===== src/logic/objsys_consts.svh =====
`ifndef OBJSYS_CONSTS_SVH
`define OBJSYS_CONSTS_SVH

// cpu word address width, both banks included
// bit 12 picks the bank relative to obank
// bits 11:2 pick the entry
// bits 1:0 pick the word inside the entry
`define OBJ_AW 13

// objects per bank
// the graphics index is OBJ_AW-3 bits wide
`define OBJ_ENTRIES 1024

// upper byte of the attribute word
// this value ends the table
`define OBJ_END_TAG 8'hff

`endif


===== src/logic/objsys_pkg.sv =====
`include "objsys_consts.svh"

package objsys_pkg;

    // attribute word as the object engine reads it
    // the upper byte doubles as the end-of-table marker
    typedef struct packed {
        // all ones ends the table
        logic [7:0] tag;
        // flips
        logic       vflip;
        logic       hflip;
        // palette select
        logic [5:0] pal;
    } obj_attr_t;

    // one object record, four words
    // word order matches the cpu layout, X first
    typedef struct packed {
        logic [15:0] x;
        logic [15:0] y;
        logic [15:0] code;
        obj_attr_t   attr;
    } obj_entry_t;

    // one cpu bus write
    // 68000 style byte strobes, active low
    // dsn[1] is the upper byte, dsn[0] the lower one
    typedef struct packed {
        logic [1:0]         dsn;
        // word address, bit 0 is the 68000 A1
        logic [`OBJ_AW-1:0] addr;
        logic [15:0]        data;
    } cpu_wr_t;

endpackage


===== src/logic/obj_scan.sv =====
`include "objsys_consts.svh"

module obj_scan
    import objsys_pkg::*;
(
    input  logic               clk_cpu,
    input  logic               reset,
    // one cycle pulse, e.g. vblank
    input  logic               start,
    // table read port
    output logic [`OBJ_AW-4:0] rd_index,
    input  obj_entry_t         rd_entry,
    // record stream
    output obj_entry_t         obj,
    output logic               obj_valid,
    output logic               done,
    output logic               busy
);

    localparam int iw = `OBJ_AW - 3;
    localparam logic [iw-1:0] last_idx = iw'(`OBJ_ENTRIES - 1);

    // next entry to read
    // sits at 0 while idle, so entry 0 is read on the start edge
    logic [iw-1:0] idx;
    // idx holds a live read address this cycle
    logic          rd_act;
    // ram output holds a live record
    logic          pend;
    // and that record is the last entry
    logic          pend_last;
    // last record sent, done goes out next
    logic          tail;
    logic          issue;
    logic          is_end;

    // a read is real when a scan starts or one is running
    // start is dropped while busy
    assign issue = (start && !busy) || rd_act;

    assign is_end = (rd_entry.attr.tag == `OBJ_END_TAG);

    assign rd_index = idx;

    always_ff @(posedge clk_cpu) begin
        if (reset) begin
            idx       <= '0;
            rd_act    <= 1'b0;
            pend      <= 1'b0;
            pend_last <= 1'b0;
            tail      <= 1'b0;
            busy      <= 1'b0;
            obj_valid <= 1'b0;
            done      <= 1'b0;
        end else begin
            obj_valid <= 1'b0;
            done      <= 1'b0;
            tail      <= 1'b0;
            // ram latency stage
            pend      <= issue;
            pend_last <= issue && (idx == last_idx);
            // wraps back to 0 after the last entry
            if (issue) begin
                idx <= idx + 1'b1;
            end
            rd_act <= issue && (idx != last_idx);
            if (start && !busy) begin
                busy <= 1'b1;
            end
            // result check
            if (pend) begin
                if (is_end) begin
                    // end marker, no valid for it
                    // kill reads still in flight
                    done      <= 1'b1;
                    busy      <= 1'b0;
                    rd_act    <= 1'b0;
                    pend      <= 1'b0;
                    pend_last <= 1'b0;
                    idx       <= '0;
                end else begin
                    obj_valid <= 1'b1;
                    tail      <= pend_last;
                end
            end
            // no marker in the whole bank
            if (tail) begin
                done <= 1'b1;
                busy <= 1'b0;
            end
        end
    end

    // record payload
    always_ff @(posedge clk_cpu) begin
        if (pend) begin
            obj <= rd_entry;
        end
    end

endmodule


===== config.mk =====
export PLATFORM = sky130hd
export DESIGN_NAME = obj_scan
export DESIGN_NICKNAME = d
export VERILOG_FILES = /design/src/logic/objsys_pkg.sv /design/src/logic/obj_scan.sv
export VERILOG_INCLUDE_DIRS = /design/src /design/src/logic
export SDC_FILE = /design/constraint.sdc
export NUM_CORES = 1
export LEC_CHECK = 0
export BUFFER_PORTS_ARGS = -buffer_cell sky130_fd_sc_hd__buf_4
export CORE_MARGIN = 2
export CORE_UTILIZATION = 43
export DETAILED_ROUTE_END_ITERATION = 10
export PLACE_DENSITY_LB_ADDON = 0.25
export SYNTH_ARGS = -nofsm -noshare
export SYNTH_HDL_FRONTEND = slang
export SYNTH_SLANG_ARGS = --single-unit
export TNS_END_PERCENT = 30

===== constraint.sdc =====
create_clock -name clk_cpu -period 2.8 [get_ports clk_cpu]
set_input_delay 0.42 -clock clk_cpu [delete_from_list [all_inputs] [get_ports clk_cpu]]
set_output_delay 0.42 -clock clk_cpu [all_outputs]
set_load 0.03 [all_outputs]

# Yosys cells after proc, flatten, opt, wreduce, memory -nomap -nowiden
# Index checks and enable logic that the tools add are counted.
dict set report word_totals {
  regBits 81
  input_bits 67
  out_inout_bits 77
  wordCells 44
}
dict set report op_classes {
  addsub 1
  n_eq_ne 3
  mux 16
  bitwise 1
  reduce_logical 8
}
# op count
set ops {}
lappend ops {{two-way mux 10 bit} 3}
lappend ops {{two-way mux 1 bit} 13}
lappend ops {{adder 10 x 1 -> 10 bit (second input constant)} 1}
lappend ops {{equality test 10 bit (second input constant)} 1}
lappend ops {{!= test 10 bit (second input constant)} 1}
lappend ops {{equality test 8 bit (second input constant)} 1}
lappend ops {{OR reduction 2 bit} 2}
lappend ops {{logical AND 1 bit} 3}
lappend ops {{OR reduction 3 bit} 1}
lappend ops {{zero test 1 bit} 1}
lappend ops {{logical OR 1 bit} 1}
lappend ops {{NOT 1 bit} 1}

# Depth between registers and ports, before layout
# Gate-level depths: netlist of run 1.
dict set report logic_depth {
  depth_word 6
  depth_mapped 5
  mapped_depth_nobuf 5
}

# Least setup slack after synthesis of run 1
# OpenSTA, ideal clock, no wires.
dict set report synth_path {
  path_type {register to register}
  start {register pend}
  end {register pend}
  setup_ns 0.125
  arrival_time_ns 2.248
  required_time_ns 2.675
  setup_slack_ns 0.427
  path_stages_with_launch 4
  n_path_buf 1
  synth_period_minus_slack_ns 2.373
  cell_sequence {dfxtp_1 a21o_1 buf_2 nor2_1}
}
dict set report synth_between {
  elab_chain_len 1
}
# item line_no
set synth_lines {}
lappend synth_lines {{start: declaration} obj_scan.sv:29} ;# logic pend;
lappend synth_lines {{start signal: assignment} obj_scan.sv:60} ;# pend <= issue;
lappend synth_lines {{two-way mux 1 bit} obj_scan.sv:71} ;# if (pend) begin
# No other way between the ends.
# A chain may end at the register's enable or synchronous reset.

# Worst setup path in the final report of run 1
dict set report layout_path {
  start {register busy}
  end {register idx[9] (netlist: rd_index[9])}
}
dict set report layout_between {
  elab_chain_len 6
}
# item line_no
set layout_lines {}
lappend layout_lines {{start: declaration} obj_scan.sv:17} ;# output logic busy
lappend layout_lines {{start signal: assignment} obj_scan.sv:52} ;# busy <= 1'b0;
lappend layout_lines {{start signal: assignment} obj_scan.sv:68} ;# busy <= 1'b1;
lappend layout_lines {{start signal: assignment} obj_scan.sv:76} ;# busy <= 1'b0;
lappend layout_lines {{zero test 1 bit *} obj_scan.sv:39} ;# assign issue = (start && !busy) || rd_act;
lappend layout_lines {{logical AND 1 bit *} obj_scan.sv:39}
lappend layout_lines {{logical OR 1 bit *} obj_scan.sv:39}
lappend layout_lines {{two-way mux 10 bit *} obj_scan.sv:63} ;# if (issue) begin
lappend layout_lines {{two-way mux 10 bit} obj_scan.sv:72} ;# if (is_end) begin
lappend layout_lines {{two-way mux 10 bit *} obj_scan.sv:71}
lappend layout_lines {{end signal: assignment} obj_scan.sv:64} ;# idx <= idx + 1'b1;
lappend layout_lines {{end: declaration} obj_scan.sv:25} ;# logic [iw-1:0] idx;
# Mark *: on every way between the ends. The rest lies on a longest branch, timed or not.

==> results.env, run 1 <==
NETLIST-CELL-TYPE-COUNT=25
TIMING.FINAL.CRIT_PERIOD_NS=1.547
LAYOUT-DRIVE-GT1-SHARE_PCT=55.82
HOLDBUFCOUNTCTS=0
CRIT_PATH_MAX_FANOUT=9
ASYNC_RESET_FF_SHARE_PCT=0
SLEW-LIMIT-HEADROOM_PCT=60.04
REPORT.FINAL.SETUP_VIOL=0
GRT_START_MAX_NET_PINS=43
STATIC-LEAKAGE-POWER_nW=1.641
WORST-ENDPOINT-ARRIVAL_NS=1.80
AREA_OF_THE_MULTI_INPUT_GATES_UM2=321.6
DP_HPWL_UM=4467
GRT_USAGE_PCT=16.77
FLOORPLAN.CORE_AREA_MM2=0.005886
GRT_PASS1_VIAS=1565
SEQ_AREA_FRAC_SYNTH_PCT=86.96
LAYOUT.AREA.SEQ_MM2=0.002263
POSTSYNTHCELLCOUNT=136
CTS_MADE_BUFFERS=9
PEAKVDDDROP_mV=0.3113
SYNTH.TOP_CELL.AREA_SHARE_PCT=73.88
ROUTE.DETAILED.DRC=0
MAX_SLEW.WORST_PIN.SLEW_NS=0.5995
TIMING_WORST_SETUP_PATH_TYPE='register to register'
SYN_AREA_PER_CELL_UM2=19.13
RESULT_OF_THE_RUN='completed'
NUMBER_OF_SYNTHESIZED_FLOPS_WITH_AN_ENABLE_PIN=64
INSERTEDDIODECOUNT=0
FINISH.NET_COUNT=356
CTS_TREE='done'
DRT_PRE_ANTENNA_ITERS=4
PLACE.GP.CONGESTION=0.7926
CLKLATENCYLATEPIN_NS=0.33
POST_SYNTH_INSTANCE_AREA_MM2=0.002601
CTSRESIZECOUNT=0
CLOCK_TREE.ROOT_CELL='clkbuf_8'
YS_WARN_COUNT=0
SYNTHFLOPTYPE='edfxtp_1'
HTREE_LEVELS=3
VIAS=1705
FINALCOREUTILIZATION_PCT=67.22
DIE-HEIGHT_UM=81.78
START_UTIL_PCT=44.20
POSTSYNTHNETCOUNT=204
IO_BUFFERS=143
NUM_ROWS=28
FIN_TNS_SETUP_NS=0
RSZ0062_AT_GRT='false'
CRIT_END_CATEGORY='register'
FINAL_MAX_SLEW_VIOL_COUNT=0
ANTENNA_FOUND_INITIAL=0
CLOCK_SINKS=81
CLKSLEWWORSTSETUPHOLDPATHS_NS=0.08
DIE_AREA_MM2=0.006687
DOMINANT_CELL_BY_COUNT_IN_THE_SYNTHESIZED_NETLIST='edfxtp_1'
DRV_CAP=0
SYNTHTOPCELLSBYAREA='edfxtp_1 74%, dfxtp_1 13%, xor2_1 2.7%'
DIE_X_UM=81.78
VIA_PER_INST=4.646
WIRE_PER_INST_UM=15.90
WIRELENGTH_UM=5834
HOLD_VIOL=0
SYNTH.CELLS.MOST_FREQUENT='64 x edfxtp_1, 17 x dfxtp_1, 14 x nor2_1'
DRT_ITER0_MARKERS=96
FILL_CELLS=439
CRITPATHLAUNCHTYPE='register'
POSTCTSSETUPBUFFERS=0
IO_PINS=144
POWER_DENSITY_mW_PER_MM2=631.2
TIMING.CLOCK.SKEW_NS=0.005273
YOSYS.AREA.TOP_TYPE='edfxtp_1'
ANT_NETS=0
OVERFLOW=0
SYN_TO_FINAL_GROWTH_PCT=52.09
MAXCLOCKFREQUENCY_GHz=0.6463
GRT_FIRST_PASS_WIRELENGTH_UM=7976
HOLDCRITPATHCLASS='primary input to register'
CP.REQUIRED_NS=3.05
MAX-CLOCK-PATH-BUFFERS=2
POST-ROUTE-PERIOD-UTIL_PCT=55.26
SYNTH-SEQ-CELLS=81
[cells by family after synthesis]
| group | after synthesis | share of synthesized area, % |
|---|---|---|
| adder cells (fa/ha/maj) | 1 | 0.4809 |
| buffers and inverters | 3 | 0.6735 |
| AND/OR/NAND/NOR | 30 | 6.013 |
| AO/OA/AOI/OAI | 13 | 3.174 |
| flip-flops | 81 | 86.96 |
| XOR/XNOR | 8 | 2.694 |
[report_power, final]
group	internal (mW)	switching [mW]	leakage, nW
sequential	1.37	0.0332	0.740
clock	0.402	0.379	0.0909
combinational	0.135	0.178	0.811
[worst paths after layout]
path | start | endpoint | slack, ns | depth (start not counted)
worst max-delay path | busy$_SDFF_PP0_ | rd_index[9]$_SDFF_PP0_ | 1.25 | 4
worst min-delay path | rd_entry[55] | obj[55]$_DFFE_PP_ | 0.26 | 1
worst max register to register | busy$_SDFF_PP0_ | rd_index[9]$_SDFF_PP0_ | 1.25 | 4
worst min register to register | pend_last$_SDFF_PP0_ | tail$_SDFF_PP0_ | 0.43 | 1
[per-stage QoR]
stage               setup WS [ns]  hold WS [ns]  total power, mW  cell area (um2)  instances
CTS                         1.252        0.2427            2.525             3956        367
detailed placement          1.093        0.4247            1.748             3772        352
global placement            1.156        0.4082            1.738             3772        352
global route                1.106        0.2336            2.594             3956        367
finish                      1.253        0.2599            2.497             3956        367
floorplan                  0.4266        0.4008            1.576             2601        136
[layout by cell type, fill, tap and decap left out, types with 2 or more instances in the layout]
cell        count
nor2_1         14
buf_4         143
a21oi_1         3
o21ai_0         3
edfxtp_1       64
nand2_1         2
nand4_1         2
clkbuf_8        9
nor3_1          2
xor2_1          8
and2_1          2
o211ai_1        3
dfxtp_1        16
clkinvlp_4      2
o2111ai_1       2
clkinv_2        3
[sequential cells by signal, summed over array words and instances (netlist names)]
| register | flops |
|---|---|
| busy | 1 |
| pend | 1 |
| obj_valid | 1 |
| rd_act | 1 |
| obj | 64 |
| tail | 1 |
| rd_index | 10 |
| pend_last | 1 |
| done | 1 |
[metal layers]
layer | track usage (%) | vias up | part of all wire (%)
li1 | - | 815 | -
met1 | 19.05 | 796 | 37
met2 | 27.64 | 83 | 50
met3 | 5.495 | 11 | 11
met4 | 9.833 | 0 | 2.0
met5 | 0 | - | 0
[layout make-up]
class / count / area share [%]
Clock buffer: 9 / 3.131
Clock inverter: 6 / 1.518
Multi-Input combinational cell: 52 / 8.128
Sequential cell: 81 / 57.21
Tap cell: 75 / 2.372
Timing Repair Buffer: 144 / 27.64
[critical path: stages, from the launching register on]
cell	delay [ns]
dfxtp_1	0.33
nor2b_1	0.44
o21ai_1	0.17
or3_1	0.37
a21oi_1	0.17
Power figures use the tool's default switching activity.
==> inputs of run 2 (changes only) <==
clock period = 1.45 ns   (was 2.8 ns; I/O delays follow)
==> run 2 against run 1 <==
Compared with the run above: non-clock buffer count up 3; sequential power up 93%; combinational power up 100%; hold slack worse by 0.21 ns.
==> results.env, run 2 (same netlist as run 1, synthesis figures left out) <==
RESULT_OF_THE_RUN='completed'
CLKSLEWWORSTSETUPHOLDPATHS_NS=0.08  # about the same
VIA_PER_INST=4.698  # +1.1%
TIMING_WORST_SETUP_PATH_TYPE='register to register'
CP.REQUIRED_NS=1.71  # -1.34 ns
CTS_MADE_BUFFERS=9  # unchanged
INSERTEDDIODECOUNT=0  # unchanged
GRT_FIRST_PASS_WIRELENGTH_UM=8162  # +2.3%
DIE_AREA_MM2=0.006687  # unchanged
GRT_START_MAX_NET_PINS=56  # +30%
FINAL_CELLS=371  # +1.1%
LAYOUT-DRIVE-GT1-SHARE_PCT=56.76  # +0.93 points
HOLDCRITPATHCLASS='primary input to register'
CTSRESIZECOUNT=0  # unchanged
PLACE_INST=355  # +0.85%
STATIC-LEAKAGE-POWER_nW=1.674  # +2.0%
WIRE_PER_INST_UM=16.42  # +3.3%
LARGEST_REGISTER_BY_FLOP_COUNT='obj'
IO_BUFFERS=143  # unchanged
PEAKVDDDROP_mV=0.6366  # +100%
IO_PINS=144  # unchanged
HOLD_VIOL=0  # unchanged
FINISH.NET_COUNT=359  # +0.84%
POSTCTSSETUPBUFFERS=0  # unchanged
FILL_CELLS=438  # -0.23%
ANT_NETS=0  # unchanged
GRT_USAGE_PCT=17.02  # +0.24 points
CRIT_CHAIN='and3_1 > o21ai_1 > or3_1 > a21oi_1'
LAYOUT.AREA.SEQ_MM2=0.002268  # +0.22%
MAXCLOCKFREQUENCY_GHz=0.7502  # +16%
POST-ROUTE-PERIOD-UTIL_PCT=91.93  # +37 points
CRIT_PATH_MAX_FANOUT=4  # -5
TIMING.CLOCK.SKEW_NS=0.006107  # +0.0008335 ns
SLEW-LIMIT-HEADROOM_PCT=76.86  # +17 points
CLKLATENCYLATEPIN_NS=0.33  # about the same
FINALCOREUTILIZATION_PCT=68.26  # +1.0 points
START_UTIL_PCT=44.20  # unchanged
LARGEST_REGISTER_FF_COUNT=64  # unchanged
TIMING.FINAL.CRIT_PERIOD_NS=1.333  # -0.2141 ns
CPMAXSTAGEDELAYCELL='dfxtp_1'
FLOORPLAN.CORE_AREA_MM2=0.005886  # unchanged
DRT_PRE_ANTENNA_ITERS=4  # unchanged
AREA_OF_THE_MULTI_INPUT_GATES_UM2=321.6  # unchanged
WIRELENGTH_UM=6092  # +4.4%
GRT_PASS1_VIAS=1578  # +0.83%
REPORT.FINAL.SETUP_VIOL=0  # unchanged
DRV_CAP=0  # unchanged
CRIT_PATH_MAX_INCR_DELAY_NS=0.38  # -0.06 ns
PLACED_AREA_MM2=0.003799  # +0.70%
VIAS=1743  # +2.2%
LAYOUT_COMMON_CELLS='146 x buf_4, 64 x edfxtp_1, 14 x nor2_1, 14 x dfxtp_1, 9 x clkbuf_8'
FIN_TOTAL_PWR_mW=5.087  # +100%
DRT_ITER0_MARKERS=94  # -2.1%
FINAL_MAX_SLEW_VIOL_COUNT=0  # unchanged
WORST-ENDPOINT-ARRIVAL_NS=1.59  # -0.21 ns
MAX_SLEW.WORST_PIN.SLEW_NS=0.3458  # -0.2537 ns
MAX-CLOCK-PATH-BUFFERS=2  # unchanged
NUM_ROWS=28  # unchanged
CRITPATHLAUNCHTYPE='register'
CRIT_END_CATEGORY='register'
SYN_TO_FINAL_GROWTH_PCT=54.45
RSZ0062_AT_GRT='false'
OVERFLOW=0  # unchanged
FINAL_COMMON_CELL='buf_4'
CTS_TREE='done'
HTREE_LEVELS=3  # unchanged
DIE-HEIGHT_UM=81.78  # unchanged
FIN_TNS_SETUP_NS=0  # unchanged
ROUTE.DETAILED.DRC=0  # unchanged
PLACE.GP.CONGESTION=0.7592  # -4.2%
DIE_X_UM=81.78  # unchanged
ANTENNA_FOUND_INITIAL=0  # unchanged
DP_HPWL_UM=4560  # +2.1%
CLOCK_TREE.ROOT_CELL='clkbuf_8'
CLOCK_SINKS=81  # unchanged
FINAL_DESIGN_AREA_NO_FILL_MM2=0.004018  # +1.5%
HOLDBUFCOUNTCTS=0  # unchanged
POWER_DENSITY_mW_PER_MM2=1266  # +100%
==> run 2: cell count changes in the layout (fill, tap and decap cells not counted) <==
cell / before / now
bufinv_16: 1 / 2
clkinv_1: 0 / 1
clkinv_2: 3 / 1
dfxtp_4: 0 / 1
dfxtp_1: 16 / 14
clkinvlp_4: 2 / 1
dfxtp_2: 1 / 2
clkinv_4: 0 / 1
buf_4: 143 / 146
inv_6: 0 / 1
==> run 2: final cells by class <==
| type | count | share of cell area [%] |
|---|---|---|
| Sequential cell | 81 | 56.46 |
| Timing Repair Buffer | 147 | 27.78 |
| Clock buffer | 9 | 3.083 |
| Tap cell | 75 | 2.336 |
| Multi-Input combinational cell | 52 | 8.004 |
| Clock inverter | 7 | 2.336 |
==> run 2: per-layer routing <==
| layer | vias to the layer above | global-route usage [%] | wire length, um |
|---|---|---|---|
| met5 | - | 0 | 0 |
| met4 | 0 | 8.667 | 133 |
| met3 | 12 | 5.165 | 591 |
| met2 | 88 | 29.02 | 3061 |
| met1 | 822 | 19.28 | 2305 |
| li1 | 821 | - | - |
==> run 2: metrics by stage <==
| step | setup WS, ns | hold slack (ns) |
|---|---|---|
| after floorplan | 0.03023 | 0.2899 |
| after global placement | 0.1762 | 0.3958 |
| after detailed placement | 0.1442 | 0.3971 |
| after CTS | 0.1013 | 0.03514 |
| after global routing | 0.05986 | 0.03310 |
| final | 0.1170 | 0.04775 |
==> run 2: worst paths after layout <==
check | cells past startpoint | startpoint | to | slack, ns
min reg2reg | 1 | pend_last$_SDFF_PP0_ | tail$_SDFF_PP0_ | 0.43
min | 2 | reset | done$_SDFF_PP0_ | 0.05
max reg2reg | 4 | rd_index[1]$_SDFF_PP0_ | rd_index[9]$_SDFF_PP0_ | 0.12
max | 4 | rd_index[1]$_SDFF_PP0_ | rd_index[9]$_SDFF_PP0_ | 0.12
==> run 2: where the power goes <==
part	internal (mW)	switching, mW
Combinational	0.267	0.360
Clock	0.970	0.792
Sequential	2.65	0.0532
Total	3.88	1.20
==> run 2: critical path, delay by kind of cell, from the launching register on <==
family             cells  cell delay, ns
and+or+nand+nor        2            0.60
DFF                    1            0.38
AOI/OAI and AO/OA      2            0.28
==> inputs of run 3 (changes only) <==
CORE_UTILIZATION = 30   (was 43)
==> run 3 against run 2 <==
Compared with the run above: sequential power barely moved; non-clock buffer count grew 1; clock skew grew 0.00056 ns; highest routed layer unchanged; combinational power barely moved; register-to-register slack improved by 0.02 ns; critical path depth stayed put; die area up 41%.
==> results.env, run 3 (same netlist as run 1, synthesis figures left out) <==
HOLD-PATH-ENDPOINT='done$_SDFF_PP0_'
GRT_USAGE_PCT=13.17  # -3.8 points
PEAKVDDDROP_mV=0.4924  # -23%
FINAL_MAX_SLEW_VIOL_COUNT=0  # unchanged
FIN_TNS_SETUP_NS=0  # unchanged
REPORT.FINAL.SETUP_VIOL=0  # unchanged
DRT_ITER0_MARKERS=36  # -62%
LARGEST_REGISTER_BY_FLOP_COUNT='obj'
NUM_ROWS=33  # +18%
MAX-CLOCK-PATH-BUFFERS=2  # unchanged
HOLDPATHSTAGES=2  # unchanged
TIMING.CLOCK.SKEW_NS=0.006662  # +0.0005553 ns
INSERTEDDIODECOUNT=0  # unchanged
SYN_TO_FINAL_GROWTH_PCT=55.99
LAYOUT-DRIVE-GT1-SHARE_PCT=56.90  # +0.15 points
START_UTIL_PCT=31.34  # -13 points
STATIC-LEAKAGE-POWER_nW=1.664  # -0.61%
GRT_PASS1_VIAS=1682  # +6.6%
LAYOUT_COMMON_CELLS='146 x buf_4, 64 x edfxtp_1, 15 x dfxtp_1'
RSZ0062_AT_GRT='false'
CTS_TREE='done'
CRIT_PATH_MAX_FANOUT=4  # unchanged
CLKLATENCYLATEPIN_NS=0.34  # about the same
PLACE.GP.CONGESTION=0.7504  # -1.2%
WORST_R2R_PATH_DEPTH=4  # unchanged
MAXCLOCKFREQUENCY_GHz=0.7637  # +1.8%
WORSTHOLDSTART='reset'
R2R-END='rd_index[9]$_SDFF_PP0_'
CTS_MADE_BUFFERS=9  # unchanged
CRITPATHLAUNCHTYPE='register'
MAX_SLEW.WORST_PIN.SLEW_NS=0.3641  # +0.01831 ns
POWER_DENSITY_mW_PER_MM2=1230  # -2.8%
HOLDCRITPATHCLASS='primary input to register'
HOLD_VIOL=0  # unchanged
HTREE_LEVELS=3  # unchanged
HOLDBUFCOUNTCTS=0  # unchanged
POST-ROUTE-PERIOD-UTIL_PCT=90.31  # -1.6 points
FINISH.NET_COUNT=360  # +0.28%
CP.REQUIRED_NS=1.73  # +0.02 ns
CLOCK_TREE.ROOT_CELL='clkbuf_8'
CLOCK_SINKS=81  # unchanged
POSTCTSSETUPBUFFERS=0  # unchanged
IO_BUFFERS=143  # unchanged
TIMING_WORST_SETUP_PATH_TYPE='register to register'
FLOORPLAN.CORE_AREA_MM2=0.008299  # +41%
DIE_X_UM=97.12  # +19%
FILL_CELLS=742  # +69%
SLEW-LIMIT-HEADROOM_PCT=75.64  # -1.2 points
AREA_OF_THE_MULTI_INPUT_GATES_UM2=321.6  # unchanged
TIMING.FINAL.CRIT_PERIOD_NS=1.309  # -0.02359 ns
ROUTE.DETAILED.DRC=0  # unchanged
CTSRESIZECOUNT=0  # unchanged
FINAL_COMMON_CELL='buf_4'
VIAS=1760  # +0.98%
R2R_SETUP_SLACK_NS=0.14  # +0.02 ns
RESULT_OF_THE_RUN='completed'
DRT_PRE_ANTENNA_ITERS=4  # unchanged
LARGEST_REGISTER_FF_COUNT=64  # unchanged
DP_HPWL_UM=4606  # +1.0%
WORST-ENDPOINT-ARRIVAL_NS=1.59  # about the same
CRIT_END_CATEGORY='register'
CLKSLEWWORSTSETUPHOLDPATHS_NS=0.09  # about the same
DRV_CAP=0  # unchanged
WORST_R2R_START='rd_index[0]$_SDFF_PP0_'
FIN_TOTAL_PWR_mW=4.993  # -1.9%
LAYOUT.AREA.SEQ_MM2=0.002267  # about the same
ANT_NETS=0  # unchanged
GRT_FIRST_PASS_WIRELENGTH_UM=9432  # +16%
WIRE_PER_INST_UM=15.49  # -5.7%
VIA_PER_INST=4.378  # -6.8%
DIE-HEIGHT_UM=97.12  # +19%
WIRELENGTH_UM=6227  # +2.2%
DIE_AREA_MM2=0.009431  # +41%
OVERFLOW=0  # unchanged
ANTENNA_FOUND_INITIAL=0  # unchanged
GRT_START_MAX_NET_PINS=56  # unchanged
IO_PINS=144  # unchanged
==> run 3: worst max-delay path by stage <==
stage               depth (start not counted)                endpoint  slack, ns                   start
detailed placement                          4  rd_index[9]$_SDFF_PP0_       0.17  rd_index[4]$_SDFF_PP0_
global route                                4  rd_index[9]$_SDFF_PP0_       0.04  rd_index[0]$_SDFF_PP0_
finish                                      4  rd_index[9]$_SDFF_PP0_       0.14  rd_index[0]$_SDFF_PP0_
CTS                                         4  rd_index[9]$_SDFF_PP0_       0.15  rd_index[0]$_SDFF_PP0_
floorplan                                   4  rd_index[9]$_SDFF_PP0_       0.03  rd_index[4]$_SDFF_PP0_
global placement                            4  rd_index[9]$_SDFF_PP0_       0.21  rd_index[4]$_SDFF_PP0_
==> run 3: per-layer routing <==
layer	GRT usage, %	wire [um]	vias up
met5	0	0	-
met4	4.875	89	0
met3	5.827	639	12
met2	20.03	2862	103
met1	16.67	2635	820
li1	-	-	825
==> run 3: worst max-delay path, cell delays in order (launching register included) <==
cell,delay (ns)
dfxtp_1,0.41
and3_1,0.24
o21ai_1,0.10
or3_1,0.36
a21oi_1,0.14
==> run 3: layout make-up <==
| class | count | share of cell area [%] |
|---|---|---|
| Multi-Input combinational cell | 52 | 7.925 |
| Timing Repair Buffer | 148 | 28.00 |
| Sequential cell | 81 | 55.87 |
| Clock buffer | 9 | 3.053 |
| Tap cell | 105 | 3.238 |
| Clock inverter | 7 | 1.912 |
==> run 3: where the power goes <==
| group | internal [mW] | total [mW] | switching, mW |
|---|---|---|---|
| Sequential | 2.64 | 2.70 | 0.0536 |
| Combinational | 0.270 | 0.630 | 0.360 |
| Clock | 0.807 | 1.66 | 0.858 |
| Total | 3.72 | 4.99 | 1.27 |
==> run 3: through the flow <==
| stage | cells | utilization, % | hold WS, ns | setup slack (ns) | instance area (um2) |
|---|---|---|---|---|---|
| 6_report | 402 | 48.89 | 0.03585 | 0.1406 | 4058 |
| 5_1_grt | 402 | 48.89 | 0.01227 | 0.04039 | 4058 |
| 4_1_cts | 402 | 48.89 | 0.01710 | 0.1502 | 4058 |
| 3_5_place_dp | 386 | 46.46 | 0.3968 | 0.1706 | 3856 |
| 3_3_place_gp | 386 | 46.46 | 0.3954 | 0.2114 | 3856 |
| 2_1_floorplan | 136 | - | 0.2899 | 0.03023 | 2606 |
